<file path="src/include/cpu_params.svh">
`ifndef CPU_PARAMS_SVH
`define CPU_PARAMS_SVH

// Bus and register width
`define DATA_W 8

// Opcode width, one microcode word per opcode
`define OPCODE_W 6

// General purpose registers behind the register plane
`define REG_COUNT 4

// Microcode control word width
`define UCODE_W 32

// Bootstrap address, opcode in 7..2 and byte lane in 1..0
`define BOOT_ADDR_W 12

`endif
</file>
<file path="src/rtl/alu_pkg.sv">
`default_nettype none

package alu_pkg;

  // MLU function, low three bits of the ALU plane
  typedef enum logic [2:0] {
    MLU_AND    = 3'd0,
    MLU_OR     = 3'd1,
    MLU_XOR    = 3'd2,
    MLU_ADD    = 3'd3,
    MLU_SUB    = 3'd4,
    MLU_NOT_A  = 3'd5,
    MLU_PASS_A = 3'd6,
    MLU_PASS_B = 3'd7
  } mlu_op_e;

  // Carry in sits above the op field
  localparam int CARRY_BIT = 3;

  // Shifter mode, low two bits of the ALU plane
  typedef struct packed {
    logic arith;
    logic right;
  } shift_mode_t;

  localparam shift_mode_t SHIFT_LEFT        = '{arith: 1'b0, right: 1'b0};
  localparam shift_mode_t SHIFT_RIGHT_LOGIC = '{arith: 1'b0, right: 1'b1};
  localparam shift_mode_t SHIFT_LEFT_ARITH  = '{arith: 1'b1, right: 1'b0};
  localparam shift_mode_t SHIFT_RIGHT_ARITH = '{arith: 1'b1, right: 1'b1};

endpackage

`default_nettype wire

</file>
<file path="src/rtl/ctrl_pkg.sv">
`default_nettype none

package ctrl_pkg;

  // Destination selector, decoded into active-low in strobes
  typedef enum logic [2:0] {
    IN_NONE = 3'd0,
    IN_REG  = 3'd1,
    IN_TMP0 = 3'd2,
    IN_TMP1 = 3'd3
  } in_plane_e;

  // Bus source selector, decoded into active-low out strobes
  typedef enum logic [2:0] {
    OUT_NONE    = 3'd0,
    OUT_REG     = 3'd1,
    OUT_TMP0    = 3'd2,
    OUT_TMP1    = 3'd3,
    OUT_MLU     = 3'd4,
    OUT_SHIFTER = 3'd5,
    OUT_EXT     = 3'd6
  } out_plane_e;

  // Where the register index comes from
  typedef enum logic [1:0] {
    OP_REG0         = 2'd0,
    OP_REG1         = 2'd1,
    CTRL_SRC        = 2'd2,
    REG_SEL_INVALID = 2'd3
  } reg_sel_e;

  // Microcode word, MSB first
  typedef struct packed {
    in_plane_e   in_plane;
    out_plane_e  out_plane;
    logic [3:0]  alu_plane;
    reg_sel_e    reg_sel;
    logic [4:0]  reg_src;
    logic [14:0] unused;
  } ctrl_word_t;

endpackage

`default_nettype wire

</file>
<file path="src/rtl/cpu_core.sv">
`include "cpu_params.svh"

`default_nettype none

module cpu_core (
  input  logic                    clk,
  input  logic                    arst_n,
  input  logic                    op_valid,
  input  logic [`OPCODE_W-1:0]    opcode,
  input  logic                    booted,
  input  logic                    boot_we,
  input  logic [`BOOT_ADDR_W-1:0] boot_addr,
  input  logic [`DATA_W-1:0]      boot_data,
  input  logic [`DATA_W-1:0]      ext_data,
  output logic                    done,
  output logic [`DATA_W-1:0]      bus,
  output logic                    carry
);

  import alu_pkg::*;

  logic               exec;
  logic [3:0]         alu_plane;
  logic [1:0]         reg_index;
  logic               reg_n_in;
  logic               tmp0_n_in;
  logic               tmp1_n_in;
  logic               reg_n_out;
  logic               tmp0_n_out;
  logic               tmp1_n_out;
  logic               mlu_n_out;
  logic               shifter_n_out;
  logic               ext_n_out;
  logic [`DATA_W-1:0] tmp0;
  logic [`DATA_W-1:0] tmp1;
  logic [`DATA_W-1:0] mlu_result;
  logic               mlu_carry;
  logic [`DATA_W-1:0] shifter_result;

  // Op completes in its exec cycle
  assign done = exec;

  control_logic u_ctrl (
    .clk           (clk),
    .arst_n        (arst_n),
    .op_valid      (op_valid),
    .opcode        (opcode),
    .booted        (booted),
    .boot_we       (boot_we),
    .boot_addr     (boot_addr),
    .boot_data     (boot_data),
    .exec          (exec),
    .alu_plane     (alu_plane),
    .reg_index     (reg_index),
    .reg_n_in      (reg_n_in),
    .tmp0_n_in     (tmp0_n_in),
    .tmp1_n_in     (tmp1_n_in),
    .reg_n_out     (reg_n_out),
    .tmp0_n_out    (tmp0_n_out),
    .tmp1_n_out    (tmp1_n_out),
    .mlu_n_out     (mlu_n_out),
    .shifter_n_out (shifter_n_out),
    .ext_n_out     (ext_n_out)
  );

  // Both units see the same ALU plane, the out plane picks one
  mlu u_mlu (
    .a         (tmp0),
    .b         (tmp1),
    .op        (mlu_op_e'(alu_plane[2:0])),
    .carry_in  (alu_plane[CARRY_BIT]),
    .result    (mlu_result),
    .carry_out (mlu_carry)
  );

  shifter u_shifter (
    .a      (tmp0),
    .mode   (shift_mode_t'(alu_plane[1:0])),
    .result (shifter_result)
  );

  register_bus u_regs (
    .clk            (clk),
    .arst_n         (arst_n),
    .ext_data       (ext_data),
    .reg_index      (reg_index),
    .reg_n_in       (reg_n_in),
    .tmp0_n_in      (tmp0_n_in),
    .tmp1_n_in      (tmp1_n_in),
    .reg_n_out      (reg_n_out),
    .tmp0_n_out     (tmp0_n_out),
    .tmp1_n_out     (tmp1_n_out),
    .mlu_n_out      (mlu_n_out),
    .shifter_n_out  (shifter_n_out),
    .ext_n_out      (ext_n_out),
    .mlu_result     (mlu_result),
    .mlu_carry      (mlu_carry),
    .shifter_result (shifter_result),
    .bus            (bus),
    .tmp0           (tmp0),
    .tmp1           (tmp1),
    .carry          (carry)
  );

endmodule

`default_nettype wire

</file>
<file path="src/rtl/register_bus.sv">
`include "cpu_params.svh"

`default_nettype none

module register_bus (
  input  logic               clk,
  input  logic               arst_n,
  input  logic [`DATA_W-1:0] ext_data,
  input  logic [1:0]         reg_index,
  input  logic               reg_n_in,
  input  logic               tmp0_n_in,
  input  logic               tmp1_n_in,
  input  logic               reg_n_out,
  input  logic               tmp0_n_out,
  input  logic               tmp1_n_out,
  input  logic               mlu_n_out,
  input  logic               shifter_n_out,
  input  logic               ext_n_out,
  input  logic [`DATA_W-1:0] mlu_result,
  input  logic               mlu_carry,
  input  logic [`DATA_W-1:0] shifter_result,
  output logic [`DATA_W-1:0] bus,
  output logic [`DATA_W-1:0] tmp0,
  output logic [`DATA_W-1:0] tmp1,
  output logic               carry
);

  // General register file
  logic [`DATA_W-1:0] regs [`REG_COUNT];

  // Wired-OR of gated sources, bus reads zero when nothing drives it
  assign bus = ({`DATA_W{!reg_n_out}}     & regs[reg_index])
             | ({`DATA_W{!tmp0_n_out}}    & tmp0)
             | ({`DATA_W{!tmp1_n_out}}    & tmp1)
             | ({`DATA_W{!mlu_n_out}}     & mlu_result)
             | ({`DATA_W{!shifter_n_out}} & shifter_result)
             | ({`DATA_W{!ext_n_out}}     & ext_data);

  // Destination latches at the edge that ends exec
  always_ff @(posedge clk or negedge arst_n) begin
    if (!arst_n) begin
      for (int i = 0; i < `REG_COUNT; i++) begin
        regs[i] <= '0;
      end
      tmp0  <= '0;
      tmp1  <= '0;
      carry <= 1'b0;
    end else begin
      if (!reg_n_in) begin
        regs[reg_index] <= bus;
      end
      if (!tmp0_n_in) begin
        tmp0 <= bus;
      end
      if (!tmp1_n_in) begin
        tmp1 <= bus;
      end
      // Carry only follows MLU results
      if (!mlu_n_out) begin
        carry <= mlu_carry;
      end
    end
  end

  // Out plane decoder never enables two drivers
  a_one_driver: assert property (
    @(posedge clk) disable iff (!arst_n)
    $countones(~{reg_n_out, tmp0_n_out, tmp1_n_out,
                 mlu_n_out, shifter_n_out, ext_n_out}) <= 1
  ) else $error("bus contention");

endmodule

`default_nettype wire

</file>
<file path="src/rtl/shifter.sv">
`include "cpu_params.svh"

`default_nettype none

module shifter (
  input  logic [`DATA_W-1:0]  a,
  input  alu_pkg::shift_mode_t mode,
  output logic [`DATA_W-1:0]  result
);

  import alu_pkg::*;

  // One place only, like a pair of 74-series shift muxes
  always_comb begin
    case (mode)
      SHIFT_LEFT: begin
        result = {a[`DATA_W-2:0], 1'b0};
      end
      SHIFT_RIGHT_LOGIC: begin
        result = {1'b0, a[`DATA_W-1:1]};
      end
      SHIFT_RIGHT_ARITH: begin
        // Sign bit is kept
        result = {a[`DATA_W-1], a[`DATA_W-1:1]};
      end
      default: begin
        // Left arithmetic is illegal, behaves as a plain left shift
        result = {a[`DATA_W-2:0], 1'b0};
      end
    endcase
  end

endmodule

`default_nettype wire

</file>
<file path="src/rtl/mlu.sv">
`include "cpu_params.svh"

`default_nettype none

module mlu (
  input  logic [`DATA_W-1:0] a,
  input  logic [`DATA_W-1:0] b,
  input  alu_pkg::mlu_op_e   op,
  input  logic               carry_in,
  output logic [`DATA_W-1:0] result,
  output logic               carry_out
);

  import alu_pkg::*;

  // Shared adder, b inverted for subtract
  logic [`DATA_W:0]   sum;
  logic [`DATA_W-1:0] addend;

  assign addend = (op == MLU_SUB) ? ~b : b;

  // For SUB, a + ~b + c is a - b - !c and the top bit means no borrow
  assign sum = {1'b0, a} + {1'b0, addend} + {{`DATA_W{1'b0}}, carry_in};

  always_comb begin
    // Logic functions leave carry clear
    carry_out = 1'b0;
    case (op)
      MLU_AND:    result = a & b;
      MLU_OR:     result = a | b;
      MLU_XOR:    result = a ^ b;
      MLU_ADD,
      MLU_SUB: begin
        result    = sum[`DATA_W-1:0];
        carry_out = sum[`DATA_W];
      end
      MLU_NOT_A:  result = ~a;
      MLU_PASS_A: result = a;
      MLU_PASS_B: result = b;
      default:    result = '0;
    endcase
  end

endmodule

`default_nettype wire

</file>
<file path="src/rtl/control_logic.sv">
`include "cpu_params.svh"

`default_nettype none

module control_logic (
  input  logic                    clk,
  input  logic                    arst_n,
  input  logic                    op_valid,
  input  logic [`OPCODE_W-1:0]    opcode,
  input  logic                    booted,
  input  logic                    boot_we,
  input  logic [`BOOT_ADDR_W-1:0] boot_addr,
  input  logic [`DATA_W-1:0]      boot_data,
  output logic                    exec,
  output logic [3:0]              alu_plane,
  output logic [1:0]              reg_index,
  output logic                    reg_n_in,
  output logic                    tmp0_n_in,
  output logic                    tmp1_n_in,
  output logic                    reg_n_out,
  output logic                    tmp0_n_out,
  output logic                    tmp1_n_out,
  output logic                    mlu_n_out,
  output logic                    shifter_n_out,
  output logic                    ext_n_out
);

  import ctrl_pkg::*;
  import alu_pkg::*;

  ctrl_word_t           ctrl_word;
  logic                 op_fire;
  logic [`OPCODE_W-1:0] opcode_q;

  // Ops before boot are dropped
  assign op_fire = op_valid && booted;

  microcode_store u_store (
    .clk       (clk),
    .boot_we   (boot_we),
    .boot_addr (boot_addr),
    .boot_data (boot_data),
    .rd_en     (op_fire),
    .rd_addr   (opcode),
    .rd_data   (ctrl_word)
  );

  // exec lines up with the registered control word
  always_ff @(posedge clk or negedge arst_n) begin
    if (!arst_n) begin
      exec     <= 1'b0;
      opcode_q <= '0;
    end else begin
      exec <= op_fire;
      if (op_fire) begin
        opcode_q <= opcode;
      end
    end
  end

  assign alu_plane = ctrl_word.alu_plane;

  // In plane decoder, active low
  assign reg_n_in  = !(exec && ctrl_word.in_plane == IN_REG);
  assign tmp0_n_in = !(exec && ctrl_word.in_plane == IN_TMP0);
  assign tmp1_n_in = !(exec && ctrl_word.in_plane == IN_TMP1);

  // Out plane decoder, active low
  assign reg_n_out     = !(exec && ctrl_word.out_plane == OUT_REG);
  assign tmp0_n_out    = !(exec && ctrl_word.out_plane == OUT_TMP0);
  assign tmp1_n_out    = !(exec && ctrl_word.out_plane == OUT_TMP1);
  assign mlu_n_out     = !(exec && ctrl_word.out_plane == OUT_MLU);
  assign shifter_n_out = !(exec && ctrl_word.out_plane == OUT_SHIFTER);
  assign ext_n_out     = !(exec && ctrl_word.out_plane == OUT_EXT);

  // Register index from the opcode or from the microcode
  always_comb begin
    case (ctrl_word.reg_sel)
      OP_REG0:  reg_index = opcode_q[1:0];
      OP_REG1:  reg_index = opcode_q[3:2];
      CTRL_SRC: reg_index = ctrl_word.reg_src[1:0];
      default:  reg_index = 2'd0;
    endcase
  end

  // Microcode must name a real register selector
  a_reg_sel_valid: assert property (
    @(posedge clk) disable iff (!arst_n) exec |-> ctrl_word.reg_sel != REG_SEL_INVALID
  ) else $error("invalid reg_sel during exec");

  // A unit never drives the bus and loads from it in the same op
  a_no_self_loop: assert property (
    @(posedge clk) disable iff (!arst_n)
    (reg_n_in || reg_n_out) && (tmp0_n_in || tmp0_n_out) && (tmp1_n_in || tmp1_n_out)
  ) else $error("unit is both source and destination");

  // Left arithmetic shift has no meaning
  a_no_left_arith: assert property (
    @(posedge clk) disable iff (!arst_n)
    !shifter_n_out |-> shift_mode_t'(alu_plane[1:0]) != SHIFT_LEFT_ARITH
  ) else $error("left arithmetic shift selected");

  // Microcode is frozen once booted
  a_no_boot_write: assert property (
    @(posedge clk) disable iff (!arst_n) booted |-> !boot_we
  ) else $error("bootstrap write after boot");

endmodule

`default_nettype wire

</file>
<file path="src/rtl/microcode_store.sv">
`include "cpu_params.svh"

`default_nettype none

module microcode_store (
  input  logic                      clk,
  input  logic                      boot_we,
  input  logic [`BOOT_ADDR_W-1:0]   boot_addr,
  input  logic [`DATA_W-1:0]        boot_data,
  input  logic                      rd_en,
  input  logic [`OPCODE_W-1:0]      rd_addr,
  output ctrl_pkg::ctrl_word_t      rd_data
);

  import ctrl_pkg::*;

  // One control word per opcode
  logic [`UCODE_W-1:0] mem [2**`OPCODE_W];

  // Bootstrap address split
  logic [`OPCODE_W-1:0] boot_op;
  logic [1:0]           boot_lane;

  assign boot_op   = boot_addr[`OPCODE_W+1:2];
  assign boot_lane = boot_addr[1:0];

  // Byte wide load, lane 3 is the top byte
  always_ff @(posedge clk) begin
    if (boot_we) begin
      mem[boot_op][boot_lane*`DATA_W +: `DATA_W] <= boot_data;
    end
  end

  // Registered read, word valid the cycle after rd_en
  always_ff @(posedge clk) begin
    if (rd_en) begin
      rd_data <= ctrl_word_t'(mem[rd_addr]);
    end
  end

  // Bootstrap only reaches the first 64 words
  a_boot_addr_range: assert property (
    @(posedge clk) boot_we |-> (boot_addr[`BOOT_ADDR_W-1:`OPCODE_W+2] == '0)
  ) else $error("bootstrap write above microcode range");

  // Loading and executing never overlap
  a_no_rw_overlap: assert property (
    @(posedge clk) !(boot_we && rd_en)
  ) else $error("microcode read during bootstrap write");

endmodule

`default_nettype wire

</file>
<file path="config.mk">
export PLATFORM = sky130hd
export DESIGN_NAME = cpu_core
export DESIGN_NICKNAME = d
export VERILOG_FILES = /design/src/rtl/alu_pkg.sv /design/src/rtl/ctrl_pkg.sv /design/src/rtl/cpu_core.sv /design/src/rtl/register_bus.sv /design/src/rtl/shifter.sv /design/src/rtl/mlu.sv /design/src/rtl/control_logic.sv /design/src/rtl/microcode_store.sv
export VERILOG_INCLUDE_DIRS = /design/src /design/src/include
export SDC_FILE = /design/constraint.sdc
export NUM_CORES = 1
export LEC_CHECK = 0
export ABC_CLOCK_PERIOD_IN_PS = 3800
export BUFFER_PORTS_ARGS = -buffer_cell sky130_fd_sc_hd__buf_2
export CAP_MARGIN = 30
export CORE_UTILIZATION = 60
export DETAILED_ROUTE_END_ITERATION = 8
export GPL_TIMING_DRIVEN = 0
export PLACE_DENSITY = 0.77
export RECOVER_POWER = 25
export SYNTH_ARGS = -nofsm -noshare
export SYNTH_HDL_FRONTEND = slang
export SYNTH_SLANG_ARGS = --single-unit
</file>
<file path="constraint.sdc">
create_clock -name clk -period 3.8 [get_ports clk]
set_input_delay 0.19 -clock clk [delete_from_list [all_inputs] [get_ports clk]]
set_output_delay 0.19 -clock clk [all_outputs]
set_load 0.05 [all_outputs]
</file>
==> report_table.html <==
<table>
<tr><th>Metric</th><th>Value</th></tr>
<tr><th colspan="2">Logic synthesis</th></tr>
<tr><td>Flip-flop and latch count after synthesis</td><td>a little under 1000</td></tr>
<tr><td>Syn nets</td><td>roughly 2200</td></tr>
<tr><td>Count of flip-flops with a built-in enable after synthesis</td><td>910</td></tr>
<tr><td>Synth async-reset ratio</td><td>5.60%</td></tr>
<tr><td>Average size of a mapped cell</td><td>roughly 18 um2</td></tr>
<tr><td>Synth Warn #</td><td>0</td></tr>
<tr><td>Mapped Area</td><td>0.0399 mm2</td></tr>
<tr><td>Synth Instances</td><td>~2200</td></tr>
<tr><td>Fraction of the yosys area taken by sequential cells</td><td>between 70% and 80%</td></tr>
<tr><td>Unique masters post-synth</td><td>72</td></tr>
<tr><td>Leading register cell type out of synthesis</td><td>edfxtp_1</td></tr>
<tr><th colspan="2">Floorplanning</th></tr>
<tr><td>Initial Util</td><td>around three fifths</td></tr>
<tr><td>Width of the die</td><td>around 260 um</td></tr>
<tr><td>Std-Cell Rows</td><td>94</td></tr>
<tr><td>Chip height</td><td>260 um</td></tr>
<tr><td>DIE AREA</td><td>roughly 0.067 mm2</td></tr>
<tr><td>Number of I/O pins</td><td>between 40 and 50</td></tr>
<tr><td>Core Region</td><td>about 0.066 mm2</td></tr>
<tr><th colspan="2">Finish</th></tr>
<tr><td>Synth-to-Final Area Change</td><td>11.9%</td></tr>
<tr><td>Fill cell instance count of the final layout</td><td>around 4100</td></tr>
<tr><td>Final core utilization</td><td>67.8%</td></tr>
<tr><td>Final net count</td><td>2415</td></tr>
<tr><td>Non-Filler Instances</td><td>~3300</td></tr>
<tr><td>Ratio of cells with drive above 1 in the final layout</td><td>23.7%</td></tr>
<tr><th colspan="2">Drt</th></tr>
<tr><td>DRT Pass-1 Iters</td><td>5</td></tr>
<tr><td>Count of antenna-violating nets left after detailed routing</td><td>0</td></tr>
<tr><td>Via density per instance</td><td>about 6.7</td></tr>
<tr><td>Remaining design rule violation count</td><td>0</td></tr>
<tr><td>Routed len/inst</td><td>a little over 30 um</td></tr>
<tr><td>Drt first-iter violations</td><td>approximately 2800</td></tr>
<tr><td>Routed vias</td><td>22100</td></tr>
<tr><td>Final wirelength</td><td>~100000 um</td></tr>
<tr><th colspan="2">STA</th></tr>
<tr><td>Slew Limit Fails</td><td>about 110</td></tr>
<tr><td>Minimum clock period</td><td>roughly 3700 ps</td></tr>
<tr><td>Post-route setup slack</td><td>99.2 ps</td></tr>
<tr><td>Unrepaired setup endpoints after global routing</td><td>true</td></tr>
<tr><td>Slew at the pin with the worst max-slew slack</td><td>about 1900 ps</td></tr>
<tr><td>Max Freq</td><td>270 MHz</td></tr>
<tr><td>Final setup violating endpoints</td><td>0</td></tr>
<tr><td>Setup Skew</td><td>about 30 ps</td></tr>
<tr><td>Minimum hold slack</td><td>between 30 and 40 ps</td></tr>
<tr><td>Final worst-path cycle share</td><td>a little over nine tenths</td></tr>
<tr><td>Fin. Hold Viols</td><td>0</td></tr>
<tr><td>Max-slew headroom at the worst pin</td><td>-29.6%</td></tr>
<tr><th colspan="2">Power and ir drop</th></tr>
<tr><td>Power density over cell area</td><td>about 500 mW/mm2</td></tr>
<tr><td>Overall power</td><td>about 22000 uW</td></tr>
<tr><td>Highest ir drop seen on vdd</td><td>around 0.45 mV</td></tr>
<tr><td>Static Leakage</td><td>0.0127 uW</td></tr>
<tr><th colspan="2">Critical path</th></tr>
<tr><td>Most frequent CP cell</td><td>fa_2</td></tr>
<tr><td>Slowest cell on the critical path</td><td>mux4_2</td></tr>
<tr><td>CP peak stage delay</td><td>460 ps</td></tr>
<tr><td>Crit start category</td><td>flop</td></tr>
<tr><td>Path type of the worst setup path</td><td>flop to primary output</td></tr>
<tr><td>Worst path arrival time</td><td>3510 ps</td></tr>
<tr><td>Launch point of the worst path</td><td>u_ctrl.u_store.rd_data[22]</td></tr>
<tr><td>CP cell instances</td><td>buf_6, nor3b_2, buf_4, xnor2_2, fa_2, inv_1, fa_2, xor2_1, mux4_2, or2_4, a21oi_4, inv_2, buf_8</td></tr>
<tr><td>Data required time of the worst path</td><td>around 3600 ps</td></tr>
<tr><td>Worst Setup End Kind</td><td>primary output</td></tr>
<tr><td>Maximum fanout encountered on the critical timing path</td><td>3</td></tr>
<tr><td>Startpoint of the lowest-slack register-to-register path</td><td>u_ctrl.u_store.rd_data[22]</td></tr>
<tr><th colspan="2">Hold path</th></tr>
<tr><td>Hold_sp</td><td>booted</td></tr>
<tr><td>Min-Delay Path Class</td><td>input pin to flop</td></tr>
<tr><th colspan="2">Placed design</th></tr>
<tr><td>Total placed cells including tap cells</td><td>around 3100</td></tr>
<tr><td>Hpwl dp</td><td>roughly 67000 um</td></tr>
<tr><td>Pre-CTS setup slack</td><td>89.8 ps</td></tr>
<tr><td>Final weighted congestion in routability-driven placement</td><td>0.944</td></tr>
<tr><td>Number of port buffers</td><td>37</td></tr>
<tr><th colspan="2">CTS</th></tr>
<tr><td>Clock tree from TritonCTS</td><td>yes</td></tr>
<tr><td>Num Clock Sinks</td><td>a little under 1000</td></tr>
<tr><td>H-tree level count</td><td>3</td></tr>
<tr><td>Buffer cell driving the clock tree root</td><td>clkbuf_16</td></tr>
<tr><td>Total CTS buffers</td><td>94</td></tr>
<tr><td>Clock transition at the register clock pins on the worst setup and hold paths after CTS</td><td>approximately 60 ps</td></tr>
<tr><td>Clock latency at the later pin of the worst-skew pair</td><td>~660 ps</td></tr>
<tr><td>Maximum clock path buffer count</td><td>3</td></tr>
<tr><th colspan="2">Run status</th></tr>
<tr><td>Result of the run</td><td>finished with violations</td></tr>
<tr><td>Failing checks</td><td>capacitance limit, slew limit</td></tr>
<tr><th colspan="2">Global route</th></tr>
<tr><td>Gr ovfl total</td><td>0</td></tr>
<tr><td>Pin count of the biggest net entering global routing</td><td>57</td></tr>
<tr><td>Initial antenna violation count</td><td>6</td></tr>
<tr><td>Via count of the first global-routing pass</td><td>roughly 22000</td></tr>
<tr><td>First-pass GRT wire length</td><td>between 100000 and 150000 um</td></tr>
<tr><td>Combined global-route utilization of all metal layers</td><td>30.0%</td></tr>
<tr><th colspan="2">Flow run</th></tr>
<tr><td>Number of max-capacitance violations reported</td><td>3</td></tr>
</table>
==> what timing repair did <==
| item | CTS | global route |
|---|---|---|
| cloned | 0 | 0 |
| gates resized for setup | 13 | 13 |
| buffers inserted | 5 | 16 |
| setup endpoints to repair | 7 | 7 |
| pin swaps | 7 | 11 |
| hold buffers | 3 | 0 |
| hold endpoints to repair | 63 | 0 |
==> cells in the mapped netlist, types with 7 or more instances <==
master	number	share of area, %
xnor2_1	9	0.20
o21ai_0	24	0.30
nor3_1	21	0.26
a22oi_1	24	0.45
dfrtp_1	54	3.4
buf_6	7	0.20
inv_1	31	0.29
mux2i_1	85	2.1
o22ai_1	37	0.58
a21oi_1	41	0.51
ha_1	27	0.85
clkbuf_1	59	0.56
nor2_1	239	2.3
nand3b_1	11	0.21
and2_1	19	0.30
buf_4	17	0.32
o221ai_1	7	0.15
mux2_2	54	1.5
nand2_1	90	0.85
and3_1	7	0.11
o211ai_1	8	0.15
a22o_1	7	0.15
edfxtp_1	910	69
mux4_2	225	13
buf_2	33	0.41
==> per-layer routing <==
layer	share of wire [%]	track usage, %
met3	9.4	5.44
met2	49	49.1
met4	4.7	13.6
met1	37	39.7
met5	0.042	0
==> flip-flops by register name (all words and copies together), names as in the netlist <==
register,cells
u_regs.tmp0,8
u_ctrl.opcode_q,4
u_ctrl.u_store.mem,896
u_ctrl.exec,1
u_regs.carry,1
u_ctrl.u_store.rd_data,14
u_regs.tmp1,8
u_regs.regs,32
==> report_power, final <==
| group | switching, uW | internal (uW) | total (uW) |
|---|---|---|---|
| combinational | 902 | 539 | 1440 |
| sequential | 113 | 11700 | 11800 |
| clock | 3950 | 5110 | 9070 |
| total | 4970 | 17400 | 22300 |
==> worst paths after layout <==
| check | cells after the start | end | slack, ps |
|---|---|---|---|
| max | 13 | bus[2] | 100 |
| min | 3 | u_ctrl.opcode_q[2] | 40 |
| max reg2reg | 14 | u_regs.tmp1[2] | 630 |
| min reg2reg | 2 | u_regs.regs[0] | 480 |
| max in group asynchronous | 3 | u_regs.regs[7] | 1250 |
| min in group asynchronous | 2 | u_regs.tmp0[1] | 380 |
==> worst max-delay path, delay by kind of cell, from the launching register on <==
| family | cells | cell delay (ps) |
|---|---|---|
| AOI/OAI and AO/OA | 1 | 210 |
| xor gates and xnor gates | 2 | 290 |
| adders and majority gates | 2 | 590 |
| buffers and inverters | 5 | 550 |
| DFF | 1 | 370 |
| muxes | 1 | 460 |
| and+or+nand+nor | 2 | 390 |
==> through the flow <==
step | instance area [um2] | setup TNS [ps]
after CTS | 44600 | -11.1
after global routing | 44600 | -30.1
after detailed placement | 41500 | 0
after floorplan | 39900 | 0
final | 44600 | 0
after global placement | 41100 | -100970
==> placed cells by master (no fill, tap or decap), types with 37 or more instances in the layout <==
master       n
mux2_2      54
clkbuf_16   99
clkbuf_1    94
buf_4       42
o22ai_1     37
buf_2       57
nand2_1     90
mux2i_1     84
dfrtp_1     54
a21oi_1     40
mux4_2     225
edfxtp_1   910
nor2_1     238
==> layout make-up <==
cell class | instances | area, um2 | area share, %
Antenna cell | 4 | 10.0 | 0.0224
Buffer | 121 | 619 | 1.39
Clock buffer | 121 | 2570 | 5.76
Clock inverter | 54 | 403 | 0.903
Inverter | 33 | 124 | 0.278
Multi-Input combinational cell | 1050 | 10500 | 23.5
Sequential cell | 964 | 28700 | 64.3
Tap cell | 864 | 1080 | 2.42
Timing Repair Buffer | 83 | 621 | 1.39
==> cell families after synthesis <==
group	after synthesis	synth area share, %
AO/OA/AOI/OAI	204	3.56
flip-flops	964	72.0
multiplexers	365	16.4
adder cells (fa/ha/maj)	29	0.948
buffers and inverters	154	1.85
AND/OR/NAND/NOR	440	5.01
XOR/XNOR	12	0.264
Note: power is estimated with default switching activity, not from simulation.
